--- config.mk ---
export PLATFORM = sky130hd
export DESIGN_NAME = reservationStation
export DESIGN_NICKNAME = d
export VERILOG_FILES = /design/src/rsPkg.sv /design/src/reservationStation.sv /design/src/rsAlloc.sv /design/src/rsIssueSelect.sv /design/src/rsOperandArray.sv /design/src/rsPayloadArray.sv
export SDC_FILE = /design/constraint.sdc
export NUM_CORES = 2
export LEC_CHECK = 0
export ABC_AREA = 1
export ABC_CLOCK_PERIOD_IN_PS = 6000
export BUFFER_PORTS_ARGS = -buffer_cell sky130_fd_sc_hd__buf_2
export CELL_PAD_IN_SITES_DETAIL_PLACEMENT = 1
export CELL_PAD_IN_SITES_GLOBAL_PLACEMENT = 1
export CORE_MARGIN = 3
export CORE_UTILIZATION = 30
export DETAILED_ROUTE_END_ITERATION = 10
export GPL_TIMING_DRIVEN = 0
export PLACE_DENSITY_LB_ADDON = 0.1
export SYNTH_ARGS = -nofsm -noshare
export SYNTH_HDL_FRONTEND = slang
export SYNTH_SLANG_ARGS = --single-unit
--- constraint.sdc ---
create_clock -name clk -period 6 [get_ports clk]
set_input_delay 0.9 -clock clk [delete_from_list [all_inputs] [get_ports clk]]
set_output_delay 0.9 -clock clk [all_outputs]
set_load 0.03 [all_outputs]
--- src/rsPkg.sv ---
package rsPkg;

  // 8 entries
  localparam int EntryIdxWidth = 3;
  localparam int EntryCount = 2 ** EntryIdxWidth;

  localparam int DataWidth = 32;
  localparam int TagWidth = 6;
  localparam int OpWidth = 8;
  localparam int IiWidth = 10;
  localparam int PortCount = 2;
  localparam int BcastCount = 3;

  typedef struct packed {
    logic [TagWidth-1:0] tag;
    logic rdy;
    logic [DataWidth-1:0] value;
  } srcT;

  // port selects one of the two issue ports
  typedef struct packed {
    logic vld;
    srcT srcA;
    srcT srcB;
    logic [TagWidth-1:0] dest;
    logic [OpWidth-1:0] op;
    logic [IiWidth-1:0] ii;
    logic port;
  } dispatchT;

  typedef struct packed {
    logic vld;
    logic [TagWidth-1:0] tag;
    logic [DataWidth-1:0] value;
  } bcastT;

  typedef struct packed {
    logic vld;
    logic [DataWidth-1:0] dataA;
    logic [DataWidth-1:0] dataB;
    logic [TagWidth-1:0] dest;
    logic [OpWidth-1:0] op;
    logic [IiWidth-1:0] ii;
  } issueT;

endpackage

--- src/reservationStation.sv ---
`timescale 1ns/1ps

module reservationStation #(
  parameter int EntryCount = rsPkg::EntryCount
) (
  input  logic clk,
  input  logic rstN,
  input  rsPkg::dispatchT dispatch,
  input  rsPkg::bcastT [rsPkg::BcastCount-1:0] bcast,
  input  logic [rsPkg::PortCount-1:0] pause,
  output rsPkg::issueT [rsPkg::PortCount-1:0] issue,
  output logic doStall
);

  logic [EntryCount-1:0] allocSel;
  logic [EntryCount-1:0] entryValid;
  logic [EntryCount-1:0] readyA;
  logic [EntryCount-1:0] readyB;
  logic [EntryCount-1:0] entryPort;
  logic [rsPkg::PortCount-1:0][EntryCount-1:0] issueSel;
  logic [rsPkg::PortCount-1:0][rsPkg::DataWidth-1:0] readDataA;
  logic [rsPkg::PortCount-1:0][rsPkg::DataWidth-1:0] readDataB;
  logic [rsPkg::PortCount-1:0][rsPkg::TagWidth-1:0] readDest;
  logic [rsPkg::PortCount-1:0][rsPkg::OpWidth-1:0] readOp;
  logic [rsPkg::PortCount-1:0][rsPkg::IiWidth-1:0] readIi;

  rsAlloc #(.EntryCount(EntryCount)) u_alloc (
    .clk        (clk),
    .rstN       (rstN),
    .dispVld    (dispatch.vld),
    .issueSel   (issueSel),
    .allocSel   (allocSel),
    .entryValid (entryValid),
    .doStall    (doStall)
  );

  rsOperandArray #(.EntryCount(EntryCount)) u_opA (
    .clk        (clk),
    .rstN       (rstN),
    .allocSel   (allocSel),
    .src        (dispatch.srcA),
    .bcast      (bcast),
    .entryValid (entryValid),
    .readSel    (issueSel),
    .ready      (readyA),
    .readData   (readDataA)
  );

  rsOperandArray #(.EntryCount(EntryCount)) u_opB (
    .clk        (clk),
    .rstN       (rstN),
    .allocSel   (allocSel),
    .src        (dispatch.srcB),
    .bcast      (bcast),
    .entryValid (entryValid),
    .readSel    (issueSel),
    .ready      (readyB),
    .readData   (readDataB)
  );

  rsPayloadArray #(.EntryCount(EntryCount)) u_payload (
    .clk       (clk),
    .rstN      (rstN),
    .allocSel  (allocSel),
    .dispatch  (dispatch),
    .readSel   (issueSel),
    .entryPort (entryPort),
    .readDest  (readDest),
    .readOp    (readOp),
    .readIi    (readIi)
  );

  rsIssueSelect #(.EntryCount(EntryCount)) u_select (
    .clk        (clk),
    .rstN       (rstN),
    .entryValid (entryValid),
    .readyA     (readyA),
    .readyB     (readyB),
    .entryPort  (entryPort),
    .pause      (pause),
    .readDataA  (readDataA),
    .readDataB  (readDataB),
    .readDest   (readDest),
    .readOp     (readOp),
    .readIi     (readIi),
    .issueSel   (issueSel),
    .issue      (issue)
  );

endmodule

--- src/rsAlloc.sv ---
`timescale 1ns/1ps

module rsAlloc #(
  parameter int EntryCount = rsPkg::EntryCount
) (
  input  logic clk,
  input  logic rstN,
  input  logic dispVld,
  input  logic [rsPkg::PortCount-1:0][EntryCount-1:0] issueSel,
  output logic [EntryCount-1:0] allocSel,
  output logic [EntryCount-1:0] entryValid,
  output logic doStall
);

  logic [EntryCount-1:0] freeVec;
  logic [EntryCount-1:0] lowestFree;
  logic [EntryCount-1:0] issuedVec;

  // isolate the lowest set bit of the free vector
  assign freeVec = ~entryValid;
  assign lowestFree = freeVec & (~freeVec + 1'b1);
  assign allocSel = dispVld ? lowestFree : '0;

  // full station means no free bit, so allocSel is empty too
  assign doStall = &entryValid;

  always_comb begin
    issuedVec = '0;
    for (int p = 0; p < rsPkg::PortCount; p++) begin
      issuedVec = issuedVec | issueSel[p];
    end
  end

  always_ff @(posedge clk or negedge rstN) begin
    if (!rstN) begin
      entryValid <= '0;
    end else begin
      entryValid <= (entryValid | allocSel) & ~issuedVec;
    end
  end

endmodule

--- src/rsIssueSelect.sv ---
`timescale 1ns/1ps

module rsIssueSelect #(
  parameter int EntryCount = rsPkg::EntryCount
) (
  input  logic clk,
  input  logic rstN,
  input  logic [EntryCount-1:0] entryValid,
  input  logic [EntryCount-1:0] readyA,
  input  logic [EntryCount-1:0] readyB,
  input  logic [EntryCount-1:0] entryPort,
  input  logic [rsPkg::PortCount-1:0] pause,
  input  logic [rsPkg::PortCount-1:0][rsPkg::DataWidth-1:0] readDataA,
  input  logic [rsPkg::PortCount-1:0][rsPkg::DataWidth-1:0] readDataB,
  input  logic [rsPkg::PortCount-1:0][rsPkg::TagWidth-1:0] readDest,
  input  logic [rsPkg::PortCount-1:0][rsPkg::OpWidth-1:0] readOp,
  input  logic [rsPkg::PortCount-1:0][rsPkg::IiWidth-1:0] readIi,
  output logic [rsPkg::PortCount-1:0][EntryCount-1:0] issueSel,
  output rsPkg::issueT [rsPkg::PortCount-1:0] issue
);

  logic [rsPkg::PortCount-1:0][EntryCount-1:0] cand;
  logic [rsPkg::PortCount-1:0][EntryCount-1:0] pick;

  // each entry competes only on its bound port, lowest index wins
  always_comb begin
    for (int p = 0; p < rsPkg::PortCount; p++) begin
      for (int i = 0; i < EntryCount; i++) begin
        cand[p][i] = entryValid[i] & readyA[i] & readyB[i] & (int'(entryPort[i]) == p);
      end
      pick[p] = cand[p] & (~cand[p] + 1'b1);
      issueSel[p] = pause[p] ? '0 : pick[p];
    end
  end

  always_ff @(posedge clk or negedge rstN) begin
    if (!rstN) begin
      issue <= '0;
    end else begin
      for (int p = 0; p < rsPkg::PortCount; p++) begin
        issue[p].vld <= |issueSel[p];
        issue[p].dataA <= readDataA[p];
        issue[p].dataB <= readDataB[p];
        issue[p].dest <= readDest[p];
        issue[p].op <= readOp[p];
        issue[p].ii <= readIi[p];
      end
    end
  end

endmodule

--- src/rsOperandArray.sv ---
`timescale 1ns/1ps

module rsOperandArray #(
  parameter int EntryCount = rsPkg::EntryCount
) (
  input  logic clk,
  input  logic rstN,
  input  logic [EntryCount-1:0] allocSel,
  input  rsPkg::srcT src,
  input  rsPkg::bcastT [rsPkg::BcastCount-1:0] bcast,
  input  logic [EntryCount-1:0] entryValid,
  input  logic [rsPkg::PortCount-1:0][EntryCount-1:0] readSel,
  output logic [EntryCount-1:0] ready,
  output logic [rsPkg::PortCount-1:0][rsPkg::DataWidth-1:0] readData
);

  logic [rsPkg::TagWidth-1:0] tag [EntryCount];
  logic [rsPkg::DataWidth-1:0] value [EntryCount];
  logic [EntryCount-1:0] wake;
  logic [rsPkg::DataWidth-1:0] wakeVal [EntryCount];
  logic srcHit;
  logic [rsPkg::DataWidth-1:0] srcHitVal;

  // same-cycle bypass for the operand being dispatched
  always_comb begin
    srcHit = 1'b0;
    srcHitVal = src.value;
    for (int b = 0; b < rsPkg::BcastCount; b++) begin
      if (bcast[b].vld && bcast[b].tag == src.tag) begin
        srcHit = 1'b1;
        srcHitVal = bcast[b].value;
      end
    end
  end

  // tag match against every bus, only for entries still waiting
  always_comb begin
    for (int i = 0; i < EntryCount; i++) begin
      wake[i] = 1'b0;
      wakeVal[i] = value[i];
      for (int b = 0; b < rsPkg::BcastCount; b++) begin
        if (bcast[b].vld && bcast[b].tag == tag[i]) begin
          wake[i] = 1'b1;
          wakeVal[i] = bcast[b].value;
        end
      end
      wake[i] = wake[i] & entryValid[i] & ~ready[i];
    end
  end

  always_ff @(posedge clk or negedge rstN) begin
    if (!rstN) begin
      ready <= '0;
    end else begin
      for (int i = 0; i < EntryCount; i++) begin
        if (allocSel[i]) begin
          ready[i] <= src.rdy | srcHit;
        end else if (wake[i]) begin
          ready[i] <= 1'b1;
        end
      end
    end
  end

  always_ff @(posedge clk) begin
    for (int i = 0; i < EntryCount; i++) begin
      if (allocSel[i]) begin
        tag[i] <= src.tag;
        value[i] <= src.rdy ? src.value : srcHitVal;
      end else if (wake[i]) begin
        value[i] <= wakeVal[i];
      end
    end
  end

  // readSel is one-hot per port
  always_comb begin
    readData = '0;
    for (int p = 0; p < rsPkg::PortCount; p++) begin
      for (int i = 0; i < EntryCount; i++) begin
        if (readSel[p][i]) begin
          readData[p] = value[i];
        end
      end
    end
  end

endmodule

--- src/rsPayloadArray.sv ---
`timescale 1ns/1ps

module rsPayloadArray #(
  parameter int EntryCount = rsPkg::EntryCount
) (
  input  logic clk,
  input  logic rstN,
  input  logic [EntryCount-1:0] allocSel,
  input  rsPkg::dispatchT dispatch,
  input  logic [rsPkg::PortCount-1:0][EntryCount-1:0] readSel,
  output logic [EntryCount-1:0] entryPort,
  output logic [rsPkg::PortCount-1:0][rsPkg::TagWidth-1:0] readDest,
  output logic [rsPkg::PortCount-1:0][rsPkg::OpWidth-1:0] readOp,
  output logic [rsPkg::PortCount-1:0][rsPkg::IiWidth-1:0] readIi
);

  logic [rsPkg::TagWidth-1:0] dest [EntryCount];
  logic [rsPkg::OpWidth-1:0] op [EntryCount];
  logic [rsPkg::IiWidth-1:0] ii [EntryCount];

  // port binding steers the selector
  always_ff @(posedge clk or negedge rstN) begin
    if (!rstN) begin
      entryPort <= '0;
    end else begin
      for (int i = 0; i < EntryCount; i++) begin
        if (allocSel[i]) begin
          entryPort[i] <= dispatch.port;
        end
      end
    end
  end

  always_ff @(posedge clk) begin
    for (int i = 0; i < EntryCount; i++) begin
      if (allocSel[i]) begin
        dest[i] <= dispatch.dest;
        op[i] <= dispatch.op;
        ii[i] <= dispatch.ii;
      end
    end
  end

  always_comb begin
    readDest = '0;
    readOp = '0;
    readIi = '0;
    for (int p = 0; p < rsPkg::PortCount; p++) begin
      for (int i = 0; i < EntryCount; i++) begin
        if (readSel[p][i]) begin
          readDest[p] = dest[i];
          readOp[p] = op[i];
          readIi[p] = ii[i];
        end
      end
    end
  end

endmodule

Yosys cells after proc, flatten, opt, wreduce, memory -nomap -nowiden
Memories as Yosys holds them, arrays and structs flattened.
Cells that the tools add are included.
{"block": "word_totals", "reg_bits": 210, "out_inout_bits": 179, "word_cells": 736, "input_bits": 225, "mem_bits_rw": 800, "n_memories": 7}
{"memory": "u_opA.value", "words": 8, "width": 32, "read_ports": 8, "rd_clocked_by_memory_dff": 0, "write_ports": 8, "line": "rsOperandArray.sv:18", "source": "logic [rsPkg::DataWidth-1:0] value [EntryCount];"}
{"memory": "u_opB.value", "words": 8, "width": 32, "read_ports": 8, "rd_clocked_by_memory_dff": 0, "write_ports": 8, "line": "rsOperandArray.sv:18"}
{"memory": "u_payload.ii", "words": 8, "width": 10, "read_ports": 8, "rd_clocked_by_memory_dff": 0, "write_ports": 1, "line": "rsPayloadArray.sv:19", "source": "logic [rsPkg::IiWidth-1:0] ii [EntryCount];"}
{"memory": "u_payload.op", "words": 8, "width": 8, "read_ports": 8, "rd_clocked_by_memory_dff": 0, "write_ports": 1, "line": "rsPayloadArray.sv:18", "source": "logic [rsPkg::OpWidth-1:0] op [EntryCount];"}
{"memory": "u_opA.tag", "words": 8, "width": 6, "read_ports": 8, "rd_clocked_by_memory_dff": 0, "write_ports": 1, "line": "rsOperandArray.sv:17", "source": "logic [rsPkg::TagWidth-1:0] tag [EntryCount];"}
{"memory": "u_opB.tag", "words": 8, "width": 6, "read_ports": 8, "rd_clocked_by_memory_dff": 0, "write_ports": 1, "line": "rsOperandArray.sv:17"}
{"memory": "1 more memories"}
{"block": "classes", "reduce_logical": 108, "n_eq_ne": 54, "n_bitwise": 117, "n_addsub": 3, "n_mux": 410}
{"op": "two-way mux 32 bit", "n": 104}
{"op": "== test 6 bit", "n": 54}
{"op": "two-way mux 10 bit", "n": 23}
{"op": "two-way mux 6 bit", "n": 37}
{"op": "two-way mux 8 bit", "n": 26}
{"op": "two-way mux 1 bit", "n": 185}
{"op": "OR reduction 6 bit", "n": 21}
{"op": "two-way mux 3 bit", "n": 35}
{"op": "OR reduction 8 bit", "n": 9}
{"op": "OR reduction 10 bit", "n": 7}
{"op": "AND 1 bit", "n": 64}
{"op": "logical AND 1 bit", "n": 54}
{"op": "inverter 8 bit", "n": 5}
{"op": "AND 8 bit", "n": 4}
{"op": "nonzero test 2 bit", "n": 16}
{"op": "adder 8 x 1 -> 8 bit (second input constant)", "n": 3}
{"op": "inverter 1 bit", "n": 24}
{"op": "bitwise OR 1 bit", "n": 18}
{"op": "bitwise OR 8 bit", "n": 2}
{"op": "AND reduction 8 bit", "n": 1}

Longest topological paths before layout
{"block": "depth", "depth_word": 15, "mapped_depth": 15, "mapped_depth_nobuf": 14}

Modules after synthesis
A second synthesis with hierarchy kept.
{"block": "unflattened", "hier_cells": 10089, "hier_area_um2": 71319.7}
{"module": "rsOperandArray (u_opB)", "cells_per_inst": 4346, "instances": 1, "area_each_um2": 27988.1, "seq_area_each_um2": 9328.9}
{"module": "rsOperandArray (u_opA)", "cells_per_inst": 4347, "instances": 1, "area_each_um2": 27875.5, "seq_area_each_um2": 9328.9}
{"module": "rsPayloadArray", "cells_per_inst": 1076, "instances": 1, "area_each_um2": 10112.2, "seq_area_each_um2": 5965.7}
{"module": "rsIssueSelect", "cells_per_inst": 262, "instances": 1, "area_each_um2": 4894.7, "seq_area_each_um2": 4454.3}
{"module": "rsAlloc", "cells_per_inst": 58, "instances": 1, "area_each_um2": 449.2, "seq_area_each_um2": 200.2}

Least setup slack after synthesis
No wires, ideal clock.
{"block": "synth_path", "path_kind": "input-to-reg", "startpoint": "input dispatch[103] (netlist name)", "endpoint": "memory u_opA.value[0][32] (netlist name), enable pin", "n_path_buf": 0, "setup_ns": 0.390, "required_time_ns": 5.610, "arrival_ns": 5.020, "stages": 4, "setup_slack_ns": 0.589, "cell_sequence": "inv_1 > nor3_1 > inv_1 > nand2_1"}
{"item": "start: declaration", "line": "reservationStation.sv:8", "source": "input rsPkg::dispatchT dispatch,"}
{"item": "end: declaration", "line": "rsOperandArray.sv:18"}

==> out/results.ini <==
[outcome]
status = finished, violations left
violated_checks = max-capacitance violations, max-slew violations

[grt]
grtUsageTotal = 0.400
grt_start_max_net_pins = 103
vias_in_the_first_global_route = 75000
first_pass_grt_wire_length_um = 631000
grt.overflow.total = 0
grt_antenna_before_repair = 64

[timing]
finalSetupViolations = 0
final_hold_vio_count = 0
layout_setup_ws_ps = 1140
tightestPinTransition_ps = 1660
rsz0062_at_grt = no
clock-skew-final_ps = 56.7
relSlewSlack = -0.107
finalMaxSlewViolations = 62
totalNegativeSetupSlack_ps = 0
final_min_period_over_clock_period = 0.810
max_clock_freq_ghz = 0.206
min_period_ps = 4860

[floorplan]
fp.dieArea_um2 = 227000
coreArea_um2 = 218000
fp-row-count = 171
start_util = 0.304
ios = 404
die_height_um = 476
die-width_um = 476

[clock_network]
clock_latency_ps = 860
cts.path.max_buffers = 3
total_cts_buffers = 121
post_cts_resized = 0
cts_setup_buffers = 0
clkSinkCount = 1010
clk_pin_slew_ps = 70
root_buffer_selected_by_cts = clkbuf_16
htree_num_levels = 3
postCtsHoldBufs = 1
tritoncts_clock_tree = built

[critical_path]
crit_path_max_fanout = 10
crit_required_ps = 6700
worst-setup-path-type = in2reg
critPathArrivalTime_ps = 5560
worstSetupStartpointType = primary input
endpoint_kind = flop

[cells_and_area]
layout.filler_cells = 27300
finalNonFillerCells = 13200
final_layout_size_suffix_gt1_frac = 0.117
finish.net_count = 10300
layout_commonest_cell = nand2_1
area_growth_pct = 16.7
layout_common_cells = 3780 x nand2_1, 1358 x nand3_1, 800 x edfxtp_1, 781 x nor2_1, 629 x buf_2

[detailed_routing]
avgViaCountPerCell = 5.88
met2RoutedLength_um = 196000
dr.first_iter.drc_count = 10500
route.top_layer_used = met5
routedWlPerCell_um = 35.9
wl_met1_um = 194000
via_count = 77300
final_antenna_net_count = 0
totalWireLength_um = 472000
detail_route.first_pass.iterations = 6
routed-wl-met3_um = 49300
detail_route.drc_violations = 0

[pwr]
power_leakage_uw = 0.0349
vdd_ir_drop_max_uv = 236
fin_total_pwr_uw = 26100
powerDensity_nw_per_um2 = 337

[yosys]
netlist.area_leader.share = 0.362
synth-seq-area-share = 0.441
netlist_instances = 9482
register_bit_count_reported_by_yosys = 1010
yosys-top-cells-area = edfxtp_1 36%, nand2_1 21%, nand3_1 10%
synth_top_area_cell = edfxtp_1
yosys_warnings = 0
netlist-cell-type-count = 42
synthesized_area_per_cell_um2 = 7.00
synthesis.area_um2 = 66300
mappedNetlistNets = 9707

[flow_run]
maxCapViolCount = 7

[placed_design]
dp_cells = 12900
post-place-ws_ps = 677
hpwl_um = 351000
place_congestion = 1.04
portBuffers = 392

[hold_path]
hold_path_class = in2reg

## layer usage
layer  vias to the layer above  track usage
met5                         -            0
met4                        22        0.239
met3                      1191        0.109
met2                      4913        0.581
met1                     38800        0.531
li1                      32400            -
## synthesized netlist by cell type, drive strengths merged
| cell | instances |
|---|---|
| edfxtp | 800 |
| o22ai | 57 |
| nand4 | 213 |
| clkbuf | 322 |
| clkinv | 5 |
| xnor2 | 12 |
| nor2 | 801 |
| nor4 | 2 |
| o211ai | 92 |
| o21a | 2 |
| nand2 | 3876 |
| dfrtp | 210 |
| o21ai | 458 |
| a211oi | 8 |
| nand3 | 1369 |
| nor3 | 62 |
| or2 | 37 |
| a21boi | 3 |
| a22oi | 5 |
| nand3b | 3 |
| and3 | 1 |
| buf | 362 |
| xor2 | 46 |
| a21oi | 237 |
| inv | 499 |
## where the power goes
part	leakage [µW]	internal (µW)	switching (µW)
Clock	0.00200	4350	3480
Sequential	0.0100	9040	591
Combinational	0.0229	1910	6710
## flip-flops by register name, indices dropped and copies added (netlist names)
register             cells
u_opA.value            256
u_opB.ready              8
u_payload.op            64
u_payload.entryPort      8
u_opB.value            256
u_select.issue         178
u_alloc.entryValid       8
u_opA.tag               48
u_opB.tag               48
u_payload.dest          48
u_opA.ready              8
u_payload.ii            80
## worst paths after layout
path	startpoint	endpoint	slack (ps)	depth (start not counted)
max	bcast[76]	u_opB.value[1][11]	1140	12
min	dispatch[24]	u_payload.dest[1][17]	310	1
max reg2reg	u_opA.tag[1][5]	u_opA.value[1][25]	1200	10
min reg2reg	u_opA.value[1][107]	u_select.issue[156]	490	2
max in group asynchronous	rstN	u_select.issue[121]	4590	3
min in group asynchronous	rstN	u_select.issue[20]	490	2
## layout make-up
| class | instances | area (µm²) | share of cell area |
|---|---|---|---|
| timing repair buffer | 435 | 2850 | 0.0368 |
| tap | 2941 | 3680 | 0.0476 |
| antenna | 62 | 155 | 0.00200 |
| multi-input combinational | 7284 | 32200 | 0.416 |
| buffer | 684 | 3230 | 0.0417 |
| clock inverter | 62 | 743 | 0.00960 |
| inverter | 504 | 1890 | 0.0245 |
| clock buffer | 170 | 3400 | 0.0440 |
| sequential | 1010 | 29300 | 0.378 |
## metrics by stage
stage | util | cell area, µm² | hold slack, ps
4_1_cts | 0.354 | 77200 | 277
3_3_place_gp | 0.329 | 72000 | 489
5_1_grt | 0.354 | 77300 | 295
6_report | 0.354 | 77400 | 312
3_5_place_dp | 0.334 | 73100 | 492
2_1_floorplan | - | 66300 | 469
## critical path, cell delays in order
cell and delay (ps):
buf_2 200, inv_2 250, buf_6 260, o22ai_1 120, nor2_2 1080, nand2_1 990, nand3_1 300, nand2_2 330
inv_2 410, buf_4 290, nand2_1 240, nand2_1 130
## cell families (layout without fill, tap and decap cells)
family | Yosys count | in the layout | synth area share
flops | 1010 | 1010 | 0.441
compound gates | 862 | 862 | 0.0703
other cells | 0 | 62 | 0
simple gates | 6364 | 6364 | 0.404
xor+xnor | 58 | 58 | 0.00766
buf+inv | 1188 | 1855 | 0.0770
Power figures use the tool's default switching activity.
